===== src/rtl/loader_pkg.sv =====
package loader_pkg;

   ////////////////////////////////////////////////////////////
   // data memory geometry
   ////////////////////////////////////////////////////////////

   // word address into the data memory
   typedef logic [13:0] mem_addr_t;
   // one memory word built from eight frame digits
   typedef logic [63:0] mem_word_t;

   ////////////////////////////////////////////////////////////
   // driver FSM
   ////////////////////////////////////////////////////////////

   typedef enum logic [3:0] {
      IDLE,
      ECHO,
      BAUD_LOW,
      BAUD_HIGH,
      DUMP_REQ,
      DUMP_LOAD,
      DUMP_SEND
   } loader_state_t;

   ////////////////////////////////////////////////////////////
   // frame format and command bytes
   ////////////////////////////////////////////////////////////

   // 'a' loads the start address
   localparam logic [7:0] CMD_START = 8'h61;
   // 'e' loads the stop address
   localparam logic [7:0] CMD_STOP  = 8'h65;
   // 'w' writes the word at the start address
   localparam logic [7:0] CMD_WRITE = 8'h77;
   // 'd' dumps start to stop inclusive
   localparam logic [7:0] CMD_DUMP  = 8'h64;

   // digits arrive as ascii and are stored as values
   localparam logic [7:0] ASCII_ZERO = 8'h30;

   // eight digits then one command byte
   localparam int FRAME_BYTES = 9;

endpackage


===== src/rtl/spart_pkg.sv =====
package spart_pkg;

   ////////////////////////////////////////////////////////////
   // register map seen on the driver bus
   ////////////////////////////////////////////////////////////

   // receive buffer on read and transmit data on write
   localparam logic [1:0] SPART_ADDR_RXTX   = 2'd0;
   // status register with tbr in bit 1 and rda in bit 0
   localparam logic [1:0] SPART_ADDR_STATUS = 2'd1;
   // divisor bytes written low byte first
   localparam logic [1:0] SPART_ADDR_DIV_LO = 2'd2;
   localparam logic [1:0] SPART_ADDR_DIV_HI = 2'd3;

   ////////////////////////////////////////////////////////////
   // serial framing
   ////////////////////////////////////////////////////////////

   // baud ticks per serial bit
   localparam int OVERSAMPLE = 16;

   // one character on the line
   typedef logic [7:0] spart_byte_t;

endpackage


===== src/rtl/loader_driver.sv =====
`timescale 1ns/1ps

module loader_driver
   import spart_pkg::*;
   import loader_pkg::*;
#(
   parameter logic [15:0] BAUD_DIV_BASE = 16'h0516
) (
   input  logic        clk,
   input  logic        rst_n,
   input  logic [1:0]  br_cfg_i,
   // SPART register bus
   output logic [1:0]  io_addr_o,
   output logic        io_rw_o,
   output spart_byte_t io_wdata_o,
   input  spart_byte_t io_rdata_i,
   input  logic        rda_i,
   input  logic        tbr_i,
   // data memory port
   output logic        mem_en_o,
   output logic        mem_we_o,
   output mem_addr_t   mem_addr_o,
   output mem_word_t   mem_wdata_o,
   input  mem_word_t   mem_rdata_i
);

   localparam int         AW        = $bits(mem_addr_t);
   localparam int         DIGITS    = FRAME_BYTES - 1;
   localparam logic [3:0] LAST_BYTE = 4'(FRAME_BYTES - 1);

   loader_state_t state_q;
   loader_state_t state_d;
   logic [1:0]    prev_br_cfg_q;
   logic [15:0]   baud_div;
   spart_byte_t   digit_q [DIGITS];
   spart_byte_t   cmd_q;
   logic [3:0]    frame_cnt_q;
   mem_word_t     frame_word;
   mem_addr_t     start_addr_q;
   mem_addr_t     stop_addr_q;
   // one extra bit so the loop ends even when stop is the top address
   logic [AW:0]   addr_cnt_q;
   logic [3:0]    trans_cnt_q;
   mem_word_t     out_buf_q;
   logic [2:0]    byte_sel;
   logic [3:0]    echo_idx;
   spart_byte_t   echo_byte;

   // FSM strobes
   logic ld_data;
   logic clr_cmd;
   logic start_en;
   logic stop_en;
   logic prev_br_en;
   logic ld_addr_cnt;
   logic addr_cnt_en;
   logic clr_trans_cnt;
   logic trans_cnt_en;
   logic ld_out_buf;

   // each br_cfg step halves the divisor
   assign baud_div = BAUD_DIV_BASE >> br_cfg_i;

   ////////////////////////////////////////////////////////////
   // frame capture
   ////////////////////////////////////////////////////////////

   // position of the next byte within the nine byte frame
   always_ff @(posedge clk or negedge rst_n)
   begin
      if (!rst_n)
         frame_cnt_q <= '0;
      else if (ld_data)
         frame_cnt_q <= (frame_cnt_q == LAST_BYTE) ? 4'd0 : frame_cnt_q + 4'd1;
   end

   // digits kept as values and not as ascii
   always_ff @(posedge clk)
   begin
      for (int i = 0; i < DIGITS; i++)
      begin
         if (ld_data && frame_cnt_q == 4'(i))
            digit_q[i] <= io_rdata_i - ASCII_ZERO;
      end
   end

   // command lives until the IDLE cycle that executes it
   always_ff @(posedge clk or negedge rst_n)
   begin
      if (!rst_n)
         cmd_q <= '0;
      else if (clr_cmd)
         cmd_q <= '0;
      else if (ld_data && frame_cnt_q == LAST_BYTE)
         cmd_q <= io_rdata_i;
   end

   // first digit is the most significant byte
   always_comb
   begin
      for (int i = 0; i < DIGITS; i++)
         frame_word[8*(DIGITS-1-i) +: 8] = digit_q[i];
   end

   // counter already points past the byte being echoed
   assign echo_idx  = (frame_cnt_q == 4'd0) ? LAST_BYTE : frame_cnt_q - 4'd1;
   assign echo_byte = (echo_idx == LAST_BYTE) ? cmd_q : digit_q[echo_idx[2:0]] + ASCII_ZERO;

   ////////////////////////////////////////////////////////////
   // address range and dump datapath
   ////////////////////////////////////////////////////////////

   always_ff @(posedge clk or negedge rst_n)
   begin
      if (!rst_n)
      begin
         start_addr_q  <= '0;
         stop_addr_q   <= '0;
         prev_br_cfg_q <= '0;
      end
      else
      begin
         if (start_en)
            start_addr_q <= frame_word[AW-1:0];
         if (stop_en)
            stop_addr_q <= frame_word[AW-1:0];
         // remember the rate just programmed
         if (prev_br_en)
            prev_br_cfg_q <= br_cfg_i;
      end
   end

   always_ff @(posedge clk or negedge rst_n)
   begin
      if (!rst_n)
      begin
         addr_cnt_q  <= '0;
         trans_cnt_q <= '0;
      end
      else
      begin
         if (ld_addr_cnt)
            addr_cnt_q <= {1'b0, start_addr_q};
         else if (addr_cnt_en)
            addr_cnt_q <= addr_cnt_q + 1'b1;
         if (clr_trans_cnt)
            trans_cnt_q <= '0;
         else if (trans_cnt_en)
            trans_cnt_q <= trans_cnt_q + 4'd1;
      end
   end

   // read data is valid in DUMP_LOAD
   always_ff @(posedge clk)
   begin
      if (ld_out_buf)
         out_buf_q <= mem_rdata_i;
   end

   // highest byte goes out first
   assign byte_sel = 3'd7 - trans_cnt_q[2:0];

   ////////////////////////////////////////////////////////////
   // command FSM
   ////////////////////////////////////////////////////////////

   always_ff @(posedge clk or negedge rst_n)
   begin
      if (!rst_n)
         state_q <= BAUD_LOW;
      else
         state_q <= state_d;
   end

   always_comb
   begin
      state_d       = state_q;
      // bus rests on a status read
      io_addr_o     = SPART_ADDR_STATUS;
      io_rw_o       = 1'b1;
      io_wdata_o    = '0;
      mem_en_o      = 1'b0;
      mem_we_o      = 1'b0;
      mem_addr_o    = addr_cnt_q[AW-1:0];
      mem_wdata_o   = frame_word;
      ld_data       = 1'b0;
      clr_cmd       = 1'b0;
      start_en      = 1'b0;
      stop_en       = 1'b0;
      prev_br_en    = 1'b0;
      ld_addr_cnt   = 1'b0;
      addr_cnt_en   = 1'b0;
      clr_trans_cnt = 1'b0;
      trans_cnt_en  = 1'b0;
      ld_out_buf    = 1'b0;
      case (state_q)
         IDLE:
         begin
            if (br_cfg_i != prev_br_cfg_q)
               state_d = BAUD_LOW;
            else if (cmd_q != '0)
            begin
               // pending command runs before the next byte is taken
               clr_cmd = 1'b1;
               case (cmd_q)
                  CMD_START: start_en = 1'b1;
                  CMD_STOP:  stop_en = 1'b1;
                  CMD_WRITE:
                  begin
                     mem_en_o   = 1'b1;
                     mem_we_o   = 1'b1;
                     mem_addr_o = start_addr_q;
                  end
                  CMD_DUMP:
                  begin
                     ld_addr_cnt = 1'b1;
                     state_d     = DUMP_REQ;
                  end
                  default: clr_cmd = 1'b1;
               endcase
            end
            else if (rda_i)
            begin
               io_addr_o = SPART_ADDR_RXTX;
               ld_data   = 1'b1;
               state_d   = ECHO;
            end
         end
         ECHO:
         begin
            // a running transmission holds us here
            if (tbr_i)
            begin
               io_addr_o  = SPART_ADDR_RXTX;
               io_rw_o    = 1'b0;
               io_wdata_o = echo_byte;
               state_d    = IDLE;
            end
         end
         BAUD_LOW:
         begin
            io_addr_o  = SPART_ADDR_DIV_LO;
            io_rw_o    = 1'b0;
            io_wdata_o = baud_div[7:0];
            state_d    = BAUD_HIGH;
         end
         BAUD_HIGH:
         begin
            io_addr_o  = SPART_ADDR_DIV_HI;
            io_rw_o    = 1'b0;
            io_wdata_o = baud_div[15:8];
            prev_br_en = 1'b1;
            state_d    = IDLE;
         end
         DUMP_REQ:
         begin
            // loop ends once the counter passes the stop address
            if (addr_cnt_q <= {1'b0, stop_addr_q})
            begin
               mem_en_o    = 1'b1;
               addr_cnt_en = 1'b1;
               state_d     = DUMP_LOAD;
            end
            else
               state_d = IDLE;
         end
         DUMP_LOAD:
         begin
            ld_out_buf    = 1'b1;
            clr_trans_cnt = 1'b1;
            state_d       = DUMP_SEND;
         end
         DUMP_SEND:
         begin
            if (trans_cnt_q == 4'd8)
               state_d = DUMP_REQ;
            else if (tbr_i)
            begin
               io_addr_o    = SPART_ADDR_RXTX;
               io_rw_o      = 1'b0;
               io_wdata_o   = out_buf_q[{byte_sel, 3'b000} +: 8];
               trans_cnt_en = 1'b1;
            end
         end
         default:
            state_d = IDLE;
      endcase
   end

endmodule


===== config.mk =====
export PLATFORM = sky130hd
export DESIGN_NAME = loader_driver
export DESIGN_NICKNAME = d
export VERILOG_FILES = /design/src/rtl/loader_pkg.sv /design/src/rtl/spart_pkg.sv /design/src/rtl/loader_driver.sv
export SDC_FILE = /design/constraint.sdc
export NUM_CORES = 1
export LEC_CHECK = 0
export BUFFER_PORTS_ARGS = -buffer_cell sky130_fd_sc_hd__buf_2
export CORE_MARGIN = 4
export CORE_UTILIZATION = 45
export DETAILED_ROUTE_END_ITERATION = 10
export GPL_TIMING_DRIVEN = 0
export PLACE_DENSITY = 0.72
export SYNTH_ARGS = -nofsm -noshare
export SYNTH_HDL_FRONTEND = slang
export SYNTH_SLANG_ARGS = --single-unit

===== constraint.sdc =====
create_clock -name clk -period 10.9 [get_ports clk]
set_input_delay 0.545 -clock clk [delete_from_list [all_inputs] [get_ports clk]]
set_output_delay 0.545 -clock clk [all_outputs]
set_load 0.01 [all_outputs]

==> flow_metrics.py <==
metrics = {
    "global_route": {
        "antenna_found_initial": 0,
        "use_met3": 0.0443,
        "grt_max_degree": 65,
        "top_usage_layer": "met2",
        "grt_pass1_wl_microns": 36200,
        "gr-usage-all-layers": 0.210,
        "gr-total-overflow": 0,
        "grt_use_met2": 0.325,
        "use_met1": 0.299,
        "grt_pass1_vias": 6358,
    },
    "power_and_ir_drop": {
        "p_int_w": 0.00135,
        "p_comb_frac": 0.322,
        "p_per_area_nw_per_um2": 193,
        "seq_power_share": 0.391,
        "peakVddDrop_mv": 0.130,
        "sw_frac_of_total": 0.360,
        "switching_power_w": 0.000760,
        "p_leak_nw": 4.45,
        "clockPowerShare": 0.287,
    },
    "final_layout": {
        "drive_gt1_frac": 0.324,
        "multiInputGateArea_sq_um": 3420,
        "seqCellArea_sq_um": 5450,
        "final.fill_count": 1659,
        "nNetsFinal": 985,
        "design_area_sq_um": 10900,
        "area_growth_pct": 19.7,
        "finalNonFillerCells": 1157,
    },
    "synthesis": {
        "yosys.area_share.simple": 0.101,
        "synth_area_leaders": "edfxtp_1 (42%), dfrtp_1 (17%), mux2_2 (5.3%)",
        "synth_adder_area_share": 0.0398,
        "netlist_instances": 689,
        "synthMuxAreaShare": 0.114,
        "synth_async_sr_flop_share": 0.333,
        "ys_dominant_reg_cell": "edfxtp_1",
        "yosysWarningCount": 0,
        "yosys_register_bits": 192,
        "synthMostInstantiatedCell": "edfxtp_1",
        "synth_edf_count": 128,
        "synth_top_family_by_area": "multiplexers",
        "synth_compound_area_frac": 0.111,
        "yosysSeqAreaShare": 0.598,
        "yosysTopAreaCellShare": 0.422,
        "syn_area_per_cell_sq_um": 13.2,
        "synth_area_sq_um": 9110,
        "synth-xor-area-share": 0.00961,
        "synth_cell_types": 68,
        "synth_nets": 796,
        "yosysTopAreaCell": "edfxtp_1",
        "synth_top_cells_by_count": "edfxtp_1 (128), nand2_1 (64), dfrtp_1 (63)",
    },
    "sta": {
        "period_share": 0.468,
        "rsz0062_at_grt": "false",
        "period_minus_slack_ns": 5.10,
        "finalSetupViolCount": 0,
        "worst_slew_pin_slew_ns": 1.36,
        "worst_clock_skew_ns": 0.0165,
        "setup_tns_ns": 0,
        "drv_slew": 0,
        "max_freq_mhz": 196,
        "hold_viol": 0,
        "slew_headroom": 0.0848,
    },
    "setup_path": {
        "worstSetupPathType": "flip-flop to primary output",
        "r2r_cells": 6,
        "required_ns": 10.36,
        "endpoint": "io_wdata_o[5]",
        "rrSetupSlack_ns": 7.14,
        "worst_setup_path_start_kind": "flip-flop",
        "reg2reg_from": "frame_cnt_q[0]$_DFFE_PN0P_",
        "cp-startpoint": "frame_cnt_q[0]$_DFFE_PN0P_",
        "cp_max_fo": 12,
        "cp.arrival_ns": 4.55,
        "end_kind": "primary output",
        "rr_endpoint": "digit_q[0][0]$_DFFE_PP_",
    },
    "floorplan": {
        "die-area_sq_um": 22600,
        "die_x_microns": 150,
        "core_area_sq_um": 19700,
        "start_util": 0.462,
        "dieHeight_microns": 150,
        "boundaryPins": 169,
        "fp-row-count": 51,
    },
    "clock_network": {
        "cts-buffers-inserted": 17,
        "post_cts.repair.setup_buffers": 0,
        "root_buffer": "clkbuf_16",
        "worstSkewPairLatency_ns": 0.43,
        "cts_sinks": 192,
        "clk_pin_slew_ns": 0.08,
        "cts_hold_buffers": 0,
        "tritoncts": "yes",
        "cts_resized": 0,
        "cts_buffer_depth": 2,
        "htreeDepth": 4,
    },
    "routing": {
        "viasPerCell": 5.64,
        "drtPass1Iterations": 6,
        "drc": 0,
        "routedWlPerCell_microns": 20.1,
        "antenna_left": 0,
        "drt_iter0_markers": 535,
        "vias": 6520,
        "wl_microns": 23300,
    },
    "placement": {
        "dp_hpwl_microns": 17200,
        "place_congestion": 0.895,
        "place_area_sq_um": 10300,
        "numPortBuffers": 168,
        "placed_cells": 1124,
    },
    "outcome": {
        "outcome": "finished clean",
    },
    "job": {
        "max_cap_viol_count": 0,
    },
    "worst_hold_path": {
        "min_path_type": "input pin to asynchronous set/reset pin",
    },
}
worst max-delay path, cell delays in order (launching register included):
cell	delay (ns)
dfrtp_1	0.50
inv_1	0.23
clkbuf_1	0.56
ha_1	0.44
or3b_1	0.40
buf_6	0.16
and3_1	0.18
a2111oi_0	0.51
a31oi_1	0.19
nand2_1	0.18
ha_1	0.24
nand2_1	0.06
o21ai_0	0.10
o21ai_0	0.18
buf_2	0.18
state kept, by name, indices dropped and copies added, names as in the netlist:
signal,count
out_buf_q,64
frame_cnt_q,4
trans_cnt_q,4
stop_addr_q,14
state_q,3
cmd_q,8
start_addr_q,14
digit_q,64
addr_cnt_q,15
prev_br_cfg_q,2
how the worst min path moves through the flow:
stage                                      start                      endpoint  cells after the start
floorplan                                  rst_n     addr_cnt_q[0]$_DFFE_PN0P_                      0
CTS                                        rst_n     addr_cnt_q[8]$_DFFE_PN0P_                      1
global placement    prev_br_cfg_q[1]$_DFFE_PN0P_  prev_br_cfg_q[1]$_DFFE_PN0P_                      2
global route                     mem_rdata_i[21]       out_buf_q[21]$_DFFE_PP_                      1
detailed placement   stop_addr_q[13]$_DFFE_PN0P_   stop_addr_q[13]$_DFFE_PN0P_                      1
finish                                     rst_n     addr_cnt_q[8]$_DFFE_PN0P_                      1
logic make-up after synthesis:
group | after synthesis
flip-flops | 192
AND/OR/NAND/NOR | 184
AO/OA/AOI/OAI | 138
multiplexers | 78
buffers and inverters | 58
adder cells (fa/ha/maj) | 29
XOR/XNOR | 10
cell usage in the layout (no fill, tap or decap), drive strengths merged, types with 8 or more instances in the layout:
master / count
buf: 187
edfxtp: 128
nand2: 66
dfrtp: 63
mux2: 43
nor2: 36
inv: 34
clkbuf: 33
o21ai: 30
ha: 29
mux2i: 19
a21oi: 18
mux4: 16
a22o: 14
nand3: 13
and2: 10
a221o: 9
a221oi: 8
metrics by stage:
step / worst slack, ns / power [W] / hold WS (ns) / util
CTS: 5.90 / 0.00210 / 0.250 / 0.553
finish: 5.80 / 0.00211 / 0.219 / 0.553
detailed placement: 6.38 / 0.00150 / 0.494 / 0.524
global route: 5.59 / 0.00221 / 0.265 / 0.553
global placement: 5.64 / 0.00149 / 0.482 / 0.521
floorplan: 6.81 / 0.00128 / 0.249 / -
cell type report:
cell class,count,share of cell area
antenna,1,0.000230
timing repair buffer,170,0.0810
buffer,33,0.0143
inverter,25,0.00861
tap,265,0.0304
clock inverter,15,0.0130
sequential,192,0.500
multi-input combinational,439,0.314
clock buffer,17,0.0390
per-layer routing:
| layer | up-vias | part of all wire |
|---|---|---|
| met5 | - | 0 |
| li1 | 3021 | - |
| met4 | 0 | 0.022 |
| met3 | 33 | 0.072 |
| met1 | 3187 | 0.43 |
| met2 | 279 | 0.48 |
power by group through the flow:
stage               clock network (W)  logic (W)  registers, W
finish                       0.000605   0.000680      0.000824
global route                 0.000647   0.000733      0.000826
CTS                          0.000614   0.000667      0.000824
detailed placement                  0   0.000663      0.000840
global placement                    0   0.000652      0.000838
floorplan                           0   0.000444      0.000835
Note: power is estimated with default switching activity, not from simulation.
