$ cat src/rtl/spart_pkg.sv
package spart_pkg;

   ////////////////////////////////////////////////////////////
   // register map seen on the driver bus
   ////////////////////////////////////////////////////////////

   // receive buffer on read and transmit data on write
   localparam logic [1:0] SPART_ADDR_RXTX   = 2'd0;
   // status register with tbr in bit 1 and rda in bit 0
   localparam logic [1:0] SPART_ADDR_STATUS = 2'd1;
   // divisor bytes written low byte first
   localparam logic [1:0] SPART_ADDR_DIV_LO = 2'd2;
   localparam logic [1:0] SPART_ADDR_DIV_HI = 2'd3;

   ////////////////////////////////////////////////////////////
   // serial framing
   ////////////////////////////////////////////////////////////

   // baud ticks per serial bit
   localparam int OVERSAMPLE = 16;

   // one character on the line
   typedef logic [7:0] spart_byte_t;

endpackage

$ cat src/rtl/spart_core.sv
`timescale 1ns/1ps

module spart_core
   import spart_pkg::*;
(
   input  logic        clk,
   input  logic        rst_n,
   input  logic [1:0]  io_addr_i,
   input  logic        io_rw_i,
   input  spart_byte_t io_wdata_i,
   output spart_byte_t io_rdata_o,
   output logic        rda_o,
   output logic        tbr_o,
   input  logic        rx_i,
   output logic        tx_o
);

   logic [15:0] divisor_q;
   logic [15:0] div_cnt_q;
   logic        tick;
   logic        div_wr;
   logic        rx_done;
   spart_byte_t rx_byte;
   spart_byte_t rx_buf_q;
   logic        tx_start;
   logic        tx_busy;
   logic        rx_rd;

   ////////////////////////////////////////////////////////////
   // bus decode
   ////////////////////////////////////////////////////////////

   assign div_wr = !io_rw_i &&
                   (io_addr_i == SPART_ADDR_DIV_LO || io_addr_i == SPART_ADDR_DIV_HI);
   assign rx_rd  = io_rw_i && (io_addr_i == SPART_ADDR_RXTX);
   // a transmit write only starts when the transmitter is free
   assign tx_start = !io_rw_i && (io_addr_i == SPART_ADDR_RXTX) && !tx_busy;

   always_comb
   begin
      case (io_addr_i)
         SPART_ADDR_RXTX:   io_rdata_o = rx_buf_q;
         SPART_ADDR_STATUS: io_rdata_o = {6'b0, tbr_o, rda_o};
         SPART_ADDR_DIV_LO: io_rdata_o = divisor_q[7:0];
         default:           io_rdata_o = divisor_q[15:8];
      endcase
   end

   ////////////////////////////////////////////////////////////
   // divisor and baud tick
   ////////////////////////////////////////////////////////////

   always_ff @(posedge clk or negedge rst_n)
   begin
      if (!rst_n)
         divisor_q <= '0;
      else if (!io_rw_i && io_addr_i == SPART_ADDR_DIV_LO)
         divisor_q[7:0] <= io_wdata_i;
      else if (!io_rw_i && io_addr_i == SPART_ADDR_DIV_HI)
         divisor_q[15:8] <= io_wdata_i;
   end

   // one tick every divisor cycles
   // restarted on every divisor write so a new rate applies at once
   always_ff @(posedge clk or negedge rst_n)
   begin
      if (!rst_n)
         div_cnt_q <= '0;
      else if (div_wr)
         div_cnt_q <= '0;
      else if (tick)
         div_cnt_q <= divisor_q - 16'd1;
      else
         div_cnt_q <= div_cnt_q - 16'd1;
   end

   assign tick = (div_cnt_q == '0);

   ////////////////////////////////////////////////////////////
   // receive buffer and status
   ////////////////////////////////////////////////////////////

   // new byte wins over a read in the same cycle
   always_ff @(posedge clk or negedge rst_n)
   begin
      if (!rst_n)
         rda_o <= 1'b0;
      else if (rx_done)
         rda_o <= 1'b1;
      else if (rx_rd)
         rda_o <= 1'b0;
   end

   // unread byte is simply overwritten
   always_ff @(posedge clk)
   begin
      if (rx_done)
         rx_buf_q <= rx_byte;
   end

   assign tbr_o = !tx_busy;

   spart_rx i_rx (
      .clk       (clk),
      .rst_n     (rst_n),
      .tick_i    (tick),
      .rx_i      (rx_i),
      .rx_done_o (rx_done),
      .rx_byte_o (rx_byte)
   );

   spart_tx i_tx (
      .clk        (clk),
      .rst_n      (rst_n),
      .tick_i     (tick),
      .tx_start_i (tx_start),
      .tx_byte_i  (io_wdata_i),
      .tx_o       (tx_o),
      .tx_busy_o  (tx_busy)
   );

endmodule

$ cat src/rtl/spart_rx.sv
`timescale 1ns/1ps

module spart_rx
   import spart_pkg::*;
(
   input  logic        clk,
   input  logic        rst_n,
   input  logic        tick_i,
   input  logic        rx_i,
   output logic        rx_done_o,
   output spart_byte_t rx_byte_o
);

   // middle of the start bit and end of a full bit
   localparam logic [3:0] MID_TICK  = 4'(OVERSAMPLE / 2 - 1);
   localparam logic [3:0] LAST_TICK = 4'(OVERSAMPLE - 1);

   typedef enum logic [1:0] {
      RX_IDLE,
      RX_START,
      RX_DATA,
      RX_STOP
   } rx_state_t;

   rx_state_t   state_q;
   logic [1:0]  rx_sync_q;
   logic        rx_s;
   logic [3:0]  tick_cnt_q;
   logic [2:0]  bit_cnt_q;
   logic        bit_end;
   spart_byte_t shift_q;

   // two flop synchronizer on the asynchronous line
   always_ff @(posedge clk or negedge rst_n)
   begin
      if (!rst_n)
         rx_sync_q <= 2'b11;
      else
         rx_sync_q <= {rx_sync_q[0], rx_i};
   end

   assign rx_s = rx_sync_q[1];

   // after the start bit centre every 16 ticks land mid bit
   assign bit_end = tick_i && (tick_cnt_q == LAST_TICK);

   always_ff @(posedge clk or negedge rst_n)
   begin
      if (!rst_n)
      begin
         state_q    <= RX_IDLE;
         tick_cnt_q <= '0;
         bit_cnt_q  <= '0;
         rx_done_o  <= 1'b0;
      end
      else
      begin
         rx_done_o <= 1'b0;
         if (tick_i)
            tick_cnt_q <= tick_cnt_q + 4'd1;
         case (state_q)
            RX_IDLE:
            begin
               // falling edge marks a start bit
               tick_cnt_q <= '0;
               if (!rx_s)
                  state_q <= RX_START;
            end
            RX_START:
            begin
               if (tick_i && tick_cnt_q == MID_TICK)
               begin
                  tick_cnt_q <= '0;
                  bit_cnt_q  <= '0;
                  // a line back high here was only a glitch
                  state_q    <= rx_s ? RX_IDLE : RX_DATA;
               end
            end
            RX_DATA:
            begin
               if (bit_end)
               begin
                  bit_cnt_q <= bit_cnt_q + 3'd1;
                  if (bit_cnt_q == 3'd7)
                     state_q <= RX_STOP;
               end
            end
            RX_STOP:
            begin
               // bad stop bit drops the whole character
               if (bit_end)
               begin
                  rx_done_o <= rx_s;
                  state_q   <= RX_IDLE;
               end
            end
            default:
               state_q <= RX_IDLE;
         endcase
      end
   end

   // data bits arrive lsb first
   always_ff @(posedge clk)
   begin
      if (state_q == RX_DATA && bit_end)
         shift_q <= {rx_s, shift_q[7:1]};
   end

   assign rx_byte_o = shift_q;

endmodule

$ cat src/rtl/spart_tx.sv
`timescale 1ns/1ps

module spart_tx
   import spart_pkg::*;
(
   input  logic        clk,
   input  logic        rst_n,
   input  logic        tick_i,
   input  logic        tx_start_i,
   input  spart_byte_t tx_byte_i,
   output logic        tx_o,
   output logic        tx_busy_o
);

   // start bit, eight data bits and stop bit
   localparam logic [3:0] FRAME_BITS = 4'd10;
   localparam logic [3:0] LAST_TICK  = 4'(OVERSAMPLE - 1);

   logic       busy_q;
   logic [3:0] tick_cnt_q;
   logic [3:0] bit_cnt_q;
   logic [9:0] shift_q;
   logic       bit_end;
   logic       load;

   assign load    = tx_start_i && !busy_q;
   assign bit_end = busy_q && tick_i && (tick_cnt_q == LAST_TICK);

   always_ff @(posedge clk or negedge rst_n)
   begin
      if (!rst_n)
      begin
         busy_q     <= 1'b0;
         tick_cnt_q <= '0;
         bit_cnt_q  <= '0;
      end
      else if (load)
      begin
         busy_q     <= 1'b1;
         tick_cnt_q <= '0;
         bit_cnt_q  <= '0;
      end
      else if (busy_q && tick_i)
      begin
         tick_cnt_q <= tick_cnt_q + 4'd1;
         if (bit_end)
         begin
            bit_cnt_q <= bit_cnt_q + 4'd1;
            // busy drops once the stop bit has run its 16 ticks
            if (bit_cnt_q == FRAME_BITS - 4'd1)
               busy_q <= 1'b0;
         end
      end
   end

   // frame is shifted out from bit 0 with ones filling behind
   always_ff @(posedge clk)
   begin
      if (load)
         shift_q <= {1'b1, tx_byte_i, 1'b0};
      else if (bit_end)
         shift_q <= {1'b1, shift_q[9:1]};
   end

   // line idles high between characters
   assign tx_o      = busy_q ? shift_q[0] : 1'b1;
   assign tx_busy_o = busy_q;

endmodule

$ cat config.mk
export PLATFORM = sky130hd
export DESIGN_NAME = spart_core
export DESIGN_NICKNAME = d
export VERILOG_FILES = /design/src/rtl/spart_pkg.sv /design/src/rtl/spart_core.sv /design/src/rtl/spart_rx.sv /design/src/rtl/spart_tx.sv
export SDC_FILE = /design/constraint.sdc
export NUM_CORES = 1
export LEC_CHECK = 0
export BUFFER_PORTS_ARGS = -buffer_cell sky130_fd_sc_hd__buf_2
export CAP_MARGIN = 5
export CORE_UTILIZATION = 36
export DETAILED_ROUTE_END_ITERATION = 12
export PLACE_DENSITY_LB_ADDON = 0.1
export SYNTH_ARGS = -nofsm -noshare
export SYNTH_HDL_FRONTEND = slang
export SYNTH_HIERARCHICAL = 1
export SYNTH_SLANG_ARGS = --single-unit
$ cat constraint.sdc
create_clock -name clk -period 5.2 [get_ports clk]
set_clock_uncertainty 0.05 [all_clocks]
set_input_delay 1.04 -clock clk [delete_from_list [all_inputs] [get_ports clk]]
set_output_delay 1.04 -clock clk [all_outputs]
set_load 0.05 [all_outputs]
==> results.toml, run 1 <==
[worst_hold_path]
min_to = "i_rx/rx_sync_q[1]"
worstHoldPathCells = 0
min_path_type = "reg2reg"
hold_path.startpoint = "i_rx/rx_sync_q[0]"

[worst_setup_path]
cp-start-kind = "register"
path_delay_family = "simple AND/OR/NAND/NOR gates"
path_cells = "nor4_2, nand2_1, nor2_1, buf_4, nand3_4, o21ai_0"
path_class = "reg2reg"
worst-path-buf-inv = 1
slowest_stage = "o21ai_0"
crit_path_max_fanout = 16
reg2reg_slack_ps = 2000
r2r_end = "i_tx/shift_q[2]"
worstSetupEndpointType = "register"
max_stage_delay_ps = 860
critical_path_arrival_ps = 3130
r2r_cells = 6
r2r_start = "div_cnt_q[1]"
cp.required_ps = 5130

[cells_and_area]
n_antenna_cell = 0
seqCellArea_sq_mm = 0.00209
drive_above_1_share = 0.209
nFillCells = 1030
layout_commonest_cell = "dfrtp_1"
syn_to_final_growth_pct = 11.2
nets = 390
layout_common_cells = "52 x dfrtp_1, 27 x nor2_1, 24 x edfxtp_1, 24 x buf_2, 17 x mux2_2"
multi_input_area_sq_mm = 0.00185

[sta]
setup-violations-final = 0
worstMarginPinSlew_ps = 1040
slew_violations = 0
fmax_ghz = 0.312
fin_ws_ps = 2000
fin_crit_ps = 3200
slew_headroom = 0.300
hold_viol = 0
fin_crit_sh = 0.616
rsz0062_at_grt = "false"
setup_tns_ps = 0

[cts]
cts_tree = "built"
htreeDepth = 3
clock_latency_ps = 350
hold_buffers = 0
postCtsSetupRepairBufs = 0
cts_buffer_depth = 2
cts_buffers = 9
cts_resized = 0
cts_sinks = 79
cts_root_buffer = "clkbuf_8"
clk_pin_slew_ps = 90

[floorplan]
coreArea_sq_mm = 0.0109
start_util = 0.371
ioPinCount = 25
dieArea_sq_mm = 0.0116
fp-row-count = 38
die_w_um = 108
die_height_um = 108

[synthesis]
synth_area_leaders = "dfrtp_1 32%, edfxtp_1 18%, mux2_2 4.7%"
ys_seq_area_frac = 0.519
async_flop_share = 0.684
synth_top_family_by_area = "compound AO/OA/AOI/OAI gates"
synth_simple_gate_area_frac = 0.163
yosys-mux-area-fraction = 0.0927
synth_compound_area_frac = 0.166
synthXorXnorAreaFrac = 0.0152
synth_seq_cells = 79
avgSynthCellArea_sq_um = 11.8
syn-num-nets = 364
synth_edf_count = 24
synth_top_cell_by_area = "dfrtp_1"
synth_top_cell_area_share = 0.322
synthAdderAreaFrac = 0.0217
syn_area_sq_mm = 0.00404
yosys_warnings = 6
yosysUniqueCellTypes = 70
synth_flop_cell = "dfrtp_1"
syn_inst = 343

[drt]
drcViolationCount = 0
first_iter_violations = 138
vias_per_cell = 5.50
routed_wl_mm = 9.38
ant_nets = 0
wl_per_cell_um = 18.2
vias = 2825
dr.pass1.iters = 4

[power_and_ir_drop]
power_uw = 2020
p_int_uw = 1220
pwr-share-clk = 0.234
power_density_mw_per_mm2 = 450
p_comb_frac = 0.332
p_switching_uw = 803
swShare = 0.397
power.leakage_uw = 0.00177
vdd_drop_max_mv = 0.224
seqPwrFrac = 0.434

[grt]
grt_pass1_wl_mm = 15.4
grt_use_total = 0.176
grt_max_degree = 55
overflow = 0
antenna_found_initial = 0
grt_pass1_vias = 2881

[placed_design]
port_buffers = 24
hpwl_mm = 6.55
dpl_worst_slack_ps = 1990
place.gp.congestion = 0.785

[job]
max-cap-violations = 0

[run_status]
status = "finished, final reports clean"
-- Yosys cell counts, types with 3 or more instances --
master / n
nand2b_1: 4
a21oi_1: 16
clkbuf_1: 6
o21a_1: 4
o21ai_0: 11
nand3_1: 5
a22o_1: 16
a211oi_1: 5
nand4_1: 3
mux2_1: 6
nand2_1: 16
nor2_1: 27
inv_1: 6
edfxtp_1: 24
nor3_1: 14
and2_1: 3
or3_1: 6
mux2_2: 17
dfrtp_1: 52
xnor2_1: 5
o31ai_1: 4
mux2i_1: 7
ha_1: 7
or4_1: 4
a31oi_1: 12
and3_1: 5
-- cell families (layout without fill, tap and decap cells) --
logic type	after synthesis	after routing
AO/OA/AOI/OAI	88	88
XOR/XNOR	7	7
adder cells (fa/ha/maj)	7	7
buffers and inverters	19	50
flip-flops	79	79
multiplexers	32	32
AND/OR/NAND/NOR	111	111
-- power by group through the flow --
stage / registers (uW) / logic, uW / clock network [uW]
after CTS: 879 / 670 / 495
after global routing: 897 / 741 / 518
after global placement: 890 / 660 / 0
after detailed placement: 892 / 665 / 0
final: 878 / 670 / 473
after floorplan: 841 / 543 / 0
-- per-layer routing --
layer / up-vias / part of all wire / track usage
met4: 0 / 0.018 / 0.0665
met3: 14 / 0.027 / 0.0393
met5: - / 0 / 0
met1: 1407 / 0.46 / 0.222
met2: 33 / 0.49 / 0.295
li1: 1371 / - / -
-- metrics by stage --
step / utilization / area, sq um / std cells / hold WS [ps]
after floorplan: - / 4040 / 343 / 295
after global placement: 0.394 / 4290 / 498 / 300
after detailed placement: 0.394 / 4290 / 498 / 298
after CTS: 0.413 / 4490 / 514 / 310
after global routing: 0.413 / 4490 / 514 / 318
final: 0.413 / 4490 / 514 / 309
-- final cells by class --
| class | count | area share |
|---|---|---|
| Multi-Input combinational cell | 245 | 0.412 |
| Sequential cell | 79 | 0.466 |
| Clock buffer | 9 | 0.0276 |
| Tap cell | 140 | 0.0390 |
| Inverter | 7 | 0.00585 |
| Timing Repair Buffer | 27 | 0.0318 |
| Clock inverter | 7 | 0.0175 |
-- worst max path at each step --
stage                  from         endpoint  cells after the start
2_1_floorplan  io_addr_i[0]    io_rdata_o[0]                      2
3_3_place_gp   io_addr_i[0]    io_rdata_o[2]                      4
3_5_place_dp   io_addr_i[0]  i_tx/shift_q[4]                      4
4_1_cts        div_cnt_q[1]  i_tx/shift_q[2]                      6
5_1_grt        div_cnt_q[1]  i_tx/shift_q[2]                      6
6_report       div_cnt_q[1]  i_tx/shift_q[2]                      6
-- registers in the layout (all words and copies together) (netlist names), named ones only --
| name | count |
|---|---|
| div_cnt_q | 16 |
| i_tx/tick_cnt_q | 4 |
| i_tx/shift_q | 9 |
| rda_o | 1 |
| divisor_q | 16 |
| i_rx/rx_byte_o | 8 |
| i_rx/rx_done_o | 1 |
| i_rx/tick_cnt_q | 4 |
| i_rx/bit_cnt_q | 3 |
| i_tx/bit_cnt_q | 4 |
| rx_buf_q | 8 |
| i_tx/tx_busy_o | 1 |
| i_rx/state_q | 1 |
| i_rx/rx_sync_q | 2 |
Note: power is estimated with default switching activity, not from simulation.
==> inputs of run 2 (changes only) <==
Clock period 5.2 ns to 3.1 ns, I/O delays scaled along.
==> results.toml, run 2 (synthesis gave the netlist of run 1 again) <==
[power_and_ir_drop]
pwr-share-clk = 0.237
swShare = 0.399
power.leakage_uw = 0.00182
seqPwrFrac = 0.422
p_comb_frac = 0.340
power_density_mw_per_mm2 = 761
vdd_drop_max_mv = 0.433
p_switching_uw = 1390
power_uw = 3480
p_int_uw = 2090

[grt]
grt_pass1_vias = 2997
antenna_found_initial = 1
grt_pass1_wl_mm = 16.0
overflow = 0
grt_max_degree = 30
grt_use_total = 0.185

[floorplan]
start_util = 0.371
coreArea_sq_mm = 0.0109
die_height_um = 108
dieArea_sq_mm = 0.0116
ioPinCount = 25
fp-row-count = 38
die_w_um = 108

[cts]
cts_buffers = 9
clock_latency_ps = 370
cts_resized = 0
clk_pin_slew_ps = 90
hold_buffers = 0
postCtsSetupRepairBufs = 0
cts_buffer_depth = 2
cts_tree = "built"
cts_root_buffer = "clkbuf_8"
cts_sinks = 79
htreeDepth = 3

[worst_hold_path]
min_path_type = "in2async"

[drt]
vias_per_cell = 5.53
drcViolationCount = 0
dr.pass1.iters = 4
routed_wl_mm = 9.65
ant_nets = 0
wl_per_cell_um = 18.4
first_iter_violations = 133
vias = 2898

[placed_design]
port_buffers = 24
dp.cells = 508
place.gp.congestion = 0.834
dpl_worst_slack_ps = 539
hpwl_mm = 6.92

[run_status]
status = "finished, final reports clean"

[sta]
hold_viol = 0
fmax_ghz = 0.384
fin_crit_sh = 0.840
rsz0062_at_grt = "false"
setup_tns_ps = 0
fin_ws_ps = 496
slew_headroom = 0.508
worstMarginPinSlew_ps = 736
hold_ws_ps = 248
fin_crit_ps = 2600
slew_violations = 0
setup-violations-final = 0

[cells_and_area]
n_antenna_cell = 0
layout_common_cells = "52 x dfrtp_1, 27 x nor2_1, 24 x edfxtp_1, 24 x buf_2, 17 x mux2_2"
layout_commonest_cell = "dfrtp_1"
largest_registers = "div_cnt_q (16), divisor_q (16), i_tx/shift_q (9)"
final_cells = 524
syn_to_final_growth_pct = 13.3
drive_above_1_share = 0.229
nets = 400

[worst_setup_path]
path_class = "reg2reg"
critical_path_arrival_ps = 2850
cp-start-kind = "register"
crit_path_max_fanout = 13
cp.required_ps = 3350
worstSetupEndpointType = "register"

[job]
max-cap-violations = 0
run 2: path summary, 6_finish.rpt:
kind / end / slack [ps] / start / cells past startpoint
max: i_tx/bit_cnt_q[3] / 500 / div_cnt_q[1] / 7
min: div_cnt_q[6] / 250 / rst_n / 1
max reg2reg: i_tx/bit_cnt_q[3] / 500 / div_cnt_q[1] / 7
min reg2reg: i_rx/rx_sync_q[1] / 310 / i_rx/rx_sync_q[0] / 0
max in group asynchronous: i_rx/rx_sync_q[1] / 1990 / rst_n / 2
min in group clk: i_rx/rx_sync_q[0] / 300 / rx_i / 1
run 2: through the flow:
| stage | area [sq um] | util |
|---|---|---|
| after detailed placement | 4360 | 0.401 |
| final | 4570 | 0.420 |
| after global routing | 4570 | 0.420 |
| after global placement | 4360 | 0.401 |
| after CTS | 4570 | 0.420 |
| after floorplan | 4040 | - |
run 2: worst max-delay path, cell delays in order, from the launching register on:
cell and delay (ps):
dfrtp_1 410, nor4_2 490, nand2_1 130, nor2_1 350, buf_4 300, nand3_4 130, or4_1 520, a21oi_1 150
run 2: power groups by stage:
stage               Clock, uW  Combinational, uW  Sequential (uW)
finish                    827               1190             1470
global route              901               1310             1500
CTS                       857               1180             1470
detailed placement          0               1180             1490
global placement            0               1170             1490
floorplan                   0                910             1410
run 2: final cells by class:
type	instances	area, sq um
clock buffers	9	124
well taps	140	175
repair buffers	37	218
clock inverters	7	86.3
fillers	1009	6310
multi-input cells	245	1850
inverters	7	26.3
flip-flops and latches	79	2090
run 2: layer usage:
metal  up-vias  GRT usage  routed length (um)
li1       1397          -                   -
met1      1440      0.225                4380
met2        43      0.298                4610
met3        18     0.0515                 339
met4         0     0.0978                 313
met5         -          0                   0
==> inputs of run 3 (changes only) <==
Clock period 3.1 ns to 2.3 ns, I/O delays scaled along.
==> results.toml, run 3 (synthesis gave the netlist of run 1 again) <==
[grt]
grt_max_degree = 55
grt.busiest_layer = "met2"
met1_usage = 0.244
gr-usage-met2 = 0.317
grt_pass1_wl_mm = 16.2
grt_pass1_vias = 3042
grt_util_met3 = 0.0387
grt_use_total = 0.187
overflow = 0
antenna_found_initial = 0

[cells_and_area]
nFillCells = 1035
largest_registers = "div_cnt_q (16), divisor_q (16), i_tx/shift_q (9)"
syn_to_final_growth_pct = 20.5
nets = 428
layout_commonest_cell = "dfrtp_1"
layout_common_cells = "49 x dfrtp_1, 39 x buf_4, 25 x nor2_1"
final_cells = 552
n_antenna_cell = 0
drive_above_1_share = 0.311

[worst_hold_path]
min_path_type = "in2async"

[worst_setup_path]
cp-start-kind = "register"
critical_path_arrival_ps = 2480
worstSetupEndpointType = "register"
r2r_start = "div_cnt_q[14]"
critPathLaunch = "div_cnt_q[14]"
crit_path_max_fanout = 8
path_class = "reg2reg"
cp.required_ps = 2520

[power_and_ir_drop]
pwr-share-clk = 0.224
p_comb_frac = 0.399
power_density_mw_per_mm2 = 1060
p_switching_uw = 1940
power.leakage_uw = 0.00197
vdd_drop_max_mv = 0.571
swShare = 0.377
p_int_uw = 3200
seqPwrFrac = 0.377

[drt]
wl_per_cell_um = 18.0
routed_wl_mm = 9.93
drcViolationCount = 0
ant_nets = 0
vias = 2986
dr.pass1.iters = 4
first_iter_violations = 109
vias_per_cell = 5.41

[placed_design]
hpwl_mm = 7.13
place.gp.congestion = 0.805
dpl_worst_slack_ps = 18.0
dp.cells = 531
port_buffers = 24

[cts]
cts_tree = "built"
cts_buffers = 9
hold_buffers = 0
clock_latency_ps = 350
cts_buffer_depth = 2
clk_pin_slew_ps = 90
cts_sinks = 79
htreeDepth = 3
cts_root_buffer = "clkbuf_8"

[floorplan]
coreArea_sq_mm = 0.0109
ioPinCount = 25
dieArea_sq_mm = 0.0116
fp-row-count = 38
die_w_um = 108
die_height_um = 108
start_util = 0.371

[sta]
fin_crit_sh = 0.979
slew_violations = 0
fmax_ghz = 0.444
worstMarginPinSlew_ps = 532
setup_tns_ps = 0
fin_crit_ps = 2250
slew_headroom = 0.645
setup-violations-final = 0
rsz0062_at_grt = "true"
fin_ws_ps = 47.4
hold_viol = 0

[job]
max-cap-violations = 0

[run_status]
status = "finished, final reports clean"
## run 3: cell types whose count changed in the layout (fill, tap and decap cells not counted), sizes merged
cell      change
buf          +28
bufinv        +1
clkbuf        +1
clkinv        -1
clkinvlp      +1
inv           -2
## run 3: per-layer routing
layer | share of wire | vias to the layer above
met5 | 0 | -
met4 | 0.0094 | 0
met3 | 0.031 | 8
met2 | 0.50 | 45
met1 | 0.46 | 1474
li1 | - | 1459
## run 3: path summary, 6_finish.rpt
| kind | to | slack [ps] | cells past startpoint |
|---|---|---|---|
| worst max-delay path | i_tx/bit_cnt_q[3] | 50 | 7 |
| max in group asynchronous | i_rx/rx_sync_q[0] | 1840 | 2 |
| worst min-delay path | div_cnt_q[4] | 50 | 2 |
| min in group clk | i_rx/rx_sync_q[0] | 150 | 1 |
| worst min register to register | i_rx/rx_sync_q[1] | 310 | 0 |
| worst max register to register | i_tx/bit_cnt_q[3] | 50 | 7 |
## run 3: repair_timing
item / CTS / global route
buffers inserted: 0 / 5
gates resized for setup: 0 / 10
setup endpoints to repair: 0 / 7
## run 3: area by class of cell
class,instances,area (sq um),share of cell area
Inverter,7,26.3,0.00540
Tap cell,140,175,0.0360
Multi-Input combinational cell,245,1900,0.391
Sequential cell,79,2100,0.431
Timing Repair Buffer,65,444,0.0913
Clock inverter,6,92.6,0.0190
Clock buffer,10,128,0.0262
## run 3: metrics by stage
| step | total power (uW) | instance area, sq um | hold slack, ps | util |
|---|---|---|---|---|
| final | 5130 | 4860 | 45.5 | 0.447 |
| after global routing | 5460 | 4860 | 52.9 | 0.447 |
| after CTS | 5050 | 4800 | 52.2 | 0.440 |
| after detailed placement | 3890 | 4580 | 299 | 0.420 |
| after global placement | 3890 | 4580 | 299 | 0.420 |
| after floorplan | 3180 | 4060 | 114 | - |
## run 3: worst max-delay path, cell delays in order, from the launching register on
cell and delay, ps:
dfrtp_2 450, nor4_4 350, nand3_4 140, nor2_4 160, buf_4 210, nand3_4 140
or4_1 520, a21oi_1 160
## run 3: power by group through the flow
stage                     Clock, uW  Combinational (uW)  Sequential (uW)
after floorplan                   0                1270             1900
after global placement            0                1930             1960
after CTS                      1190                1930             1930
after global routing           1240                2250             1970
final                          1150                2050             1940
after detailed placement          0                1930             1960
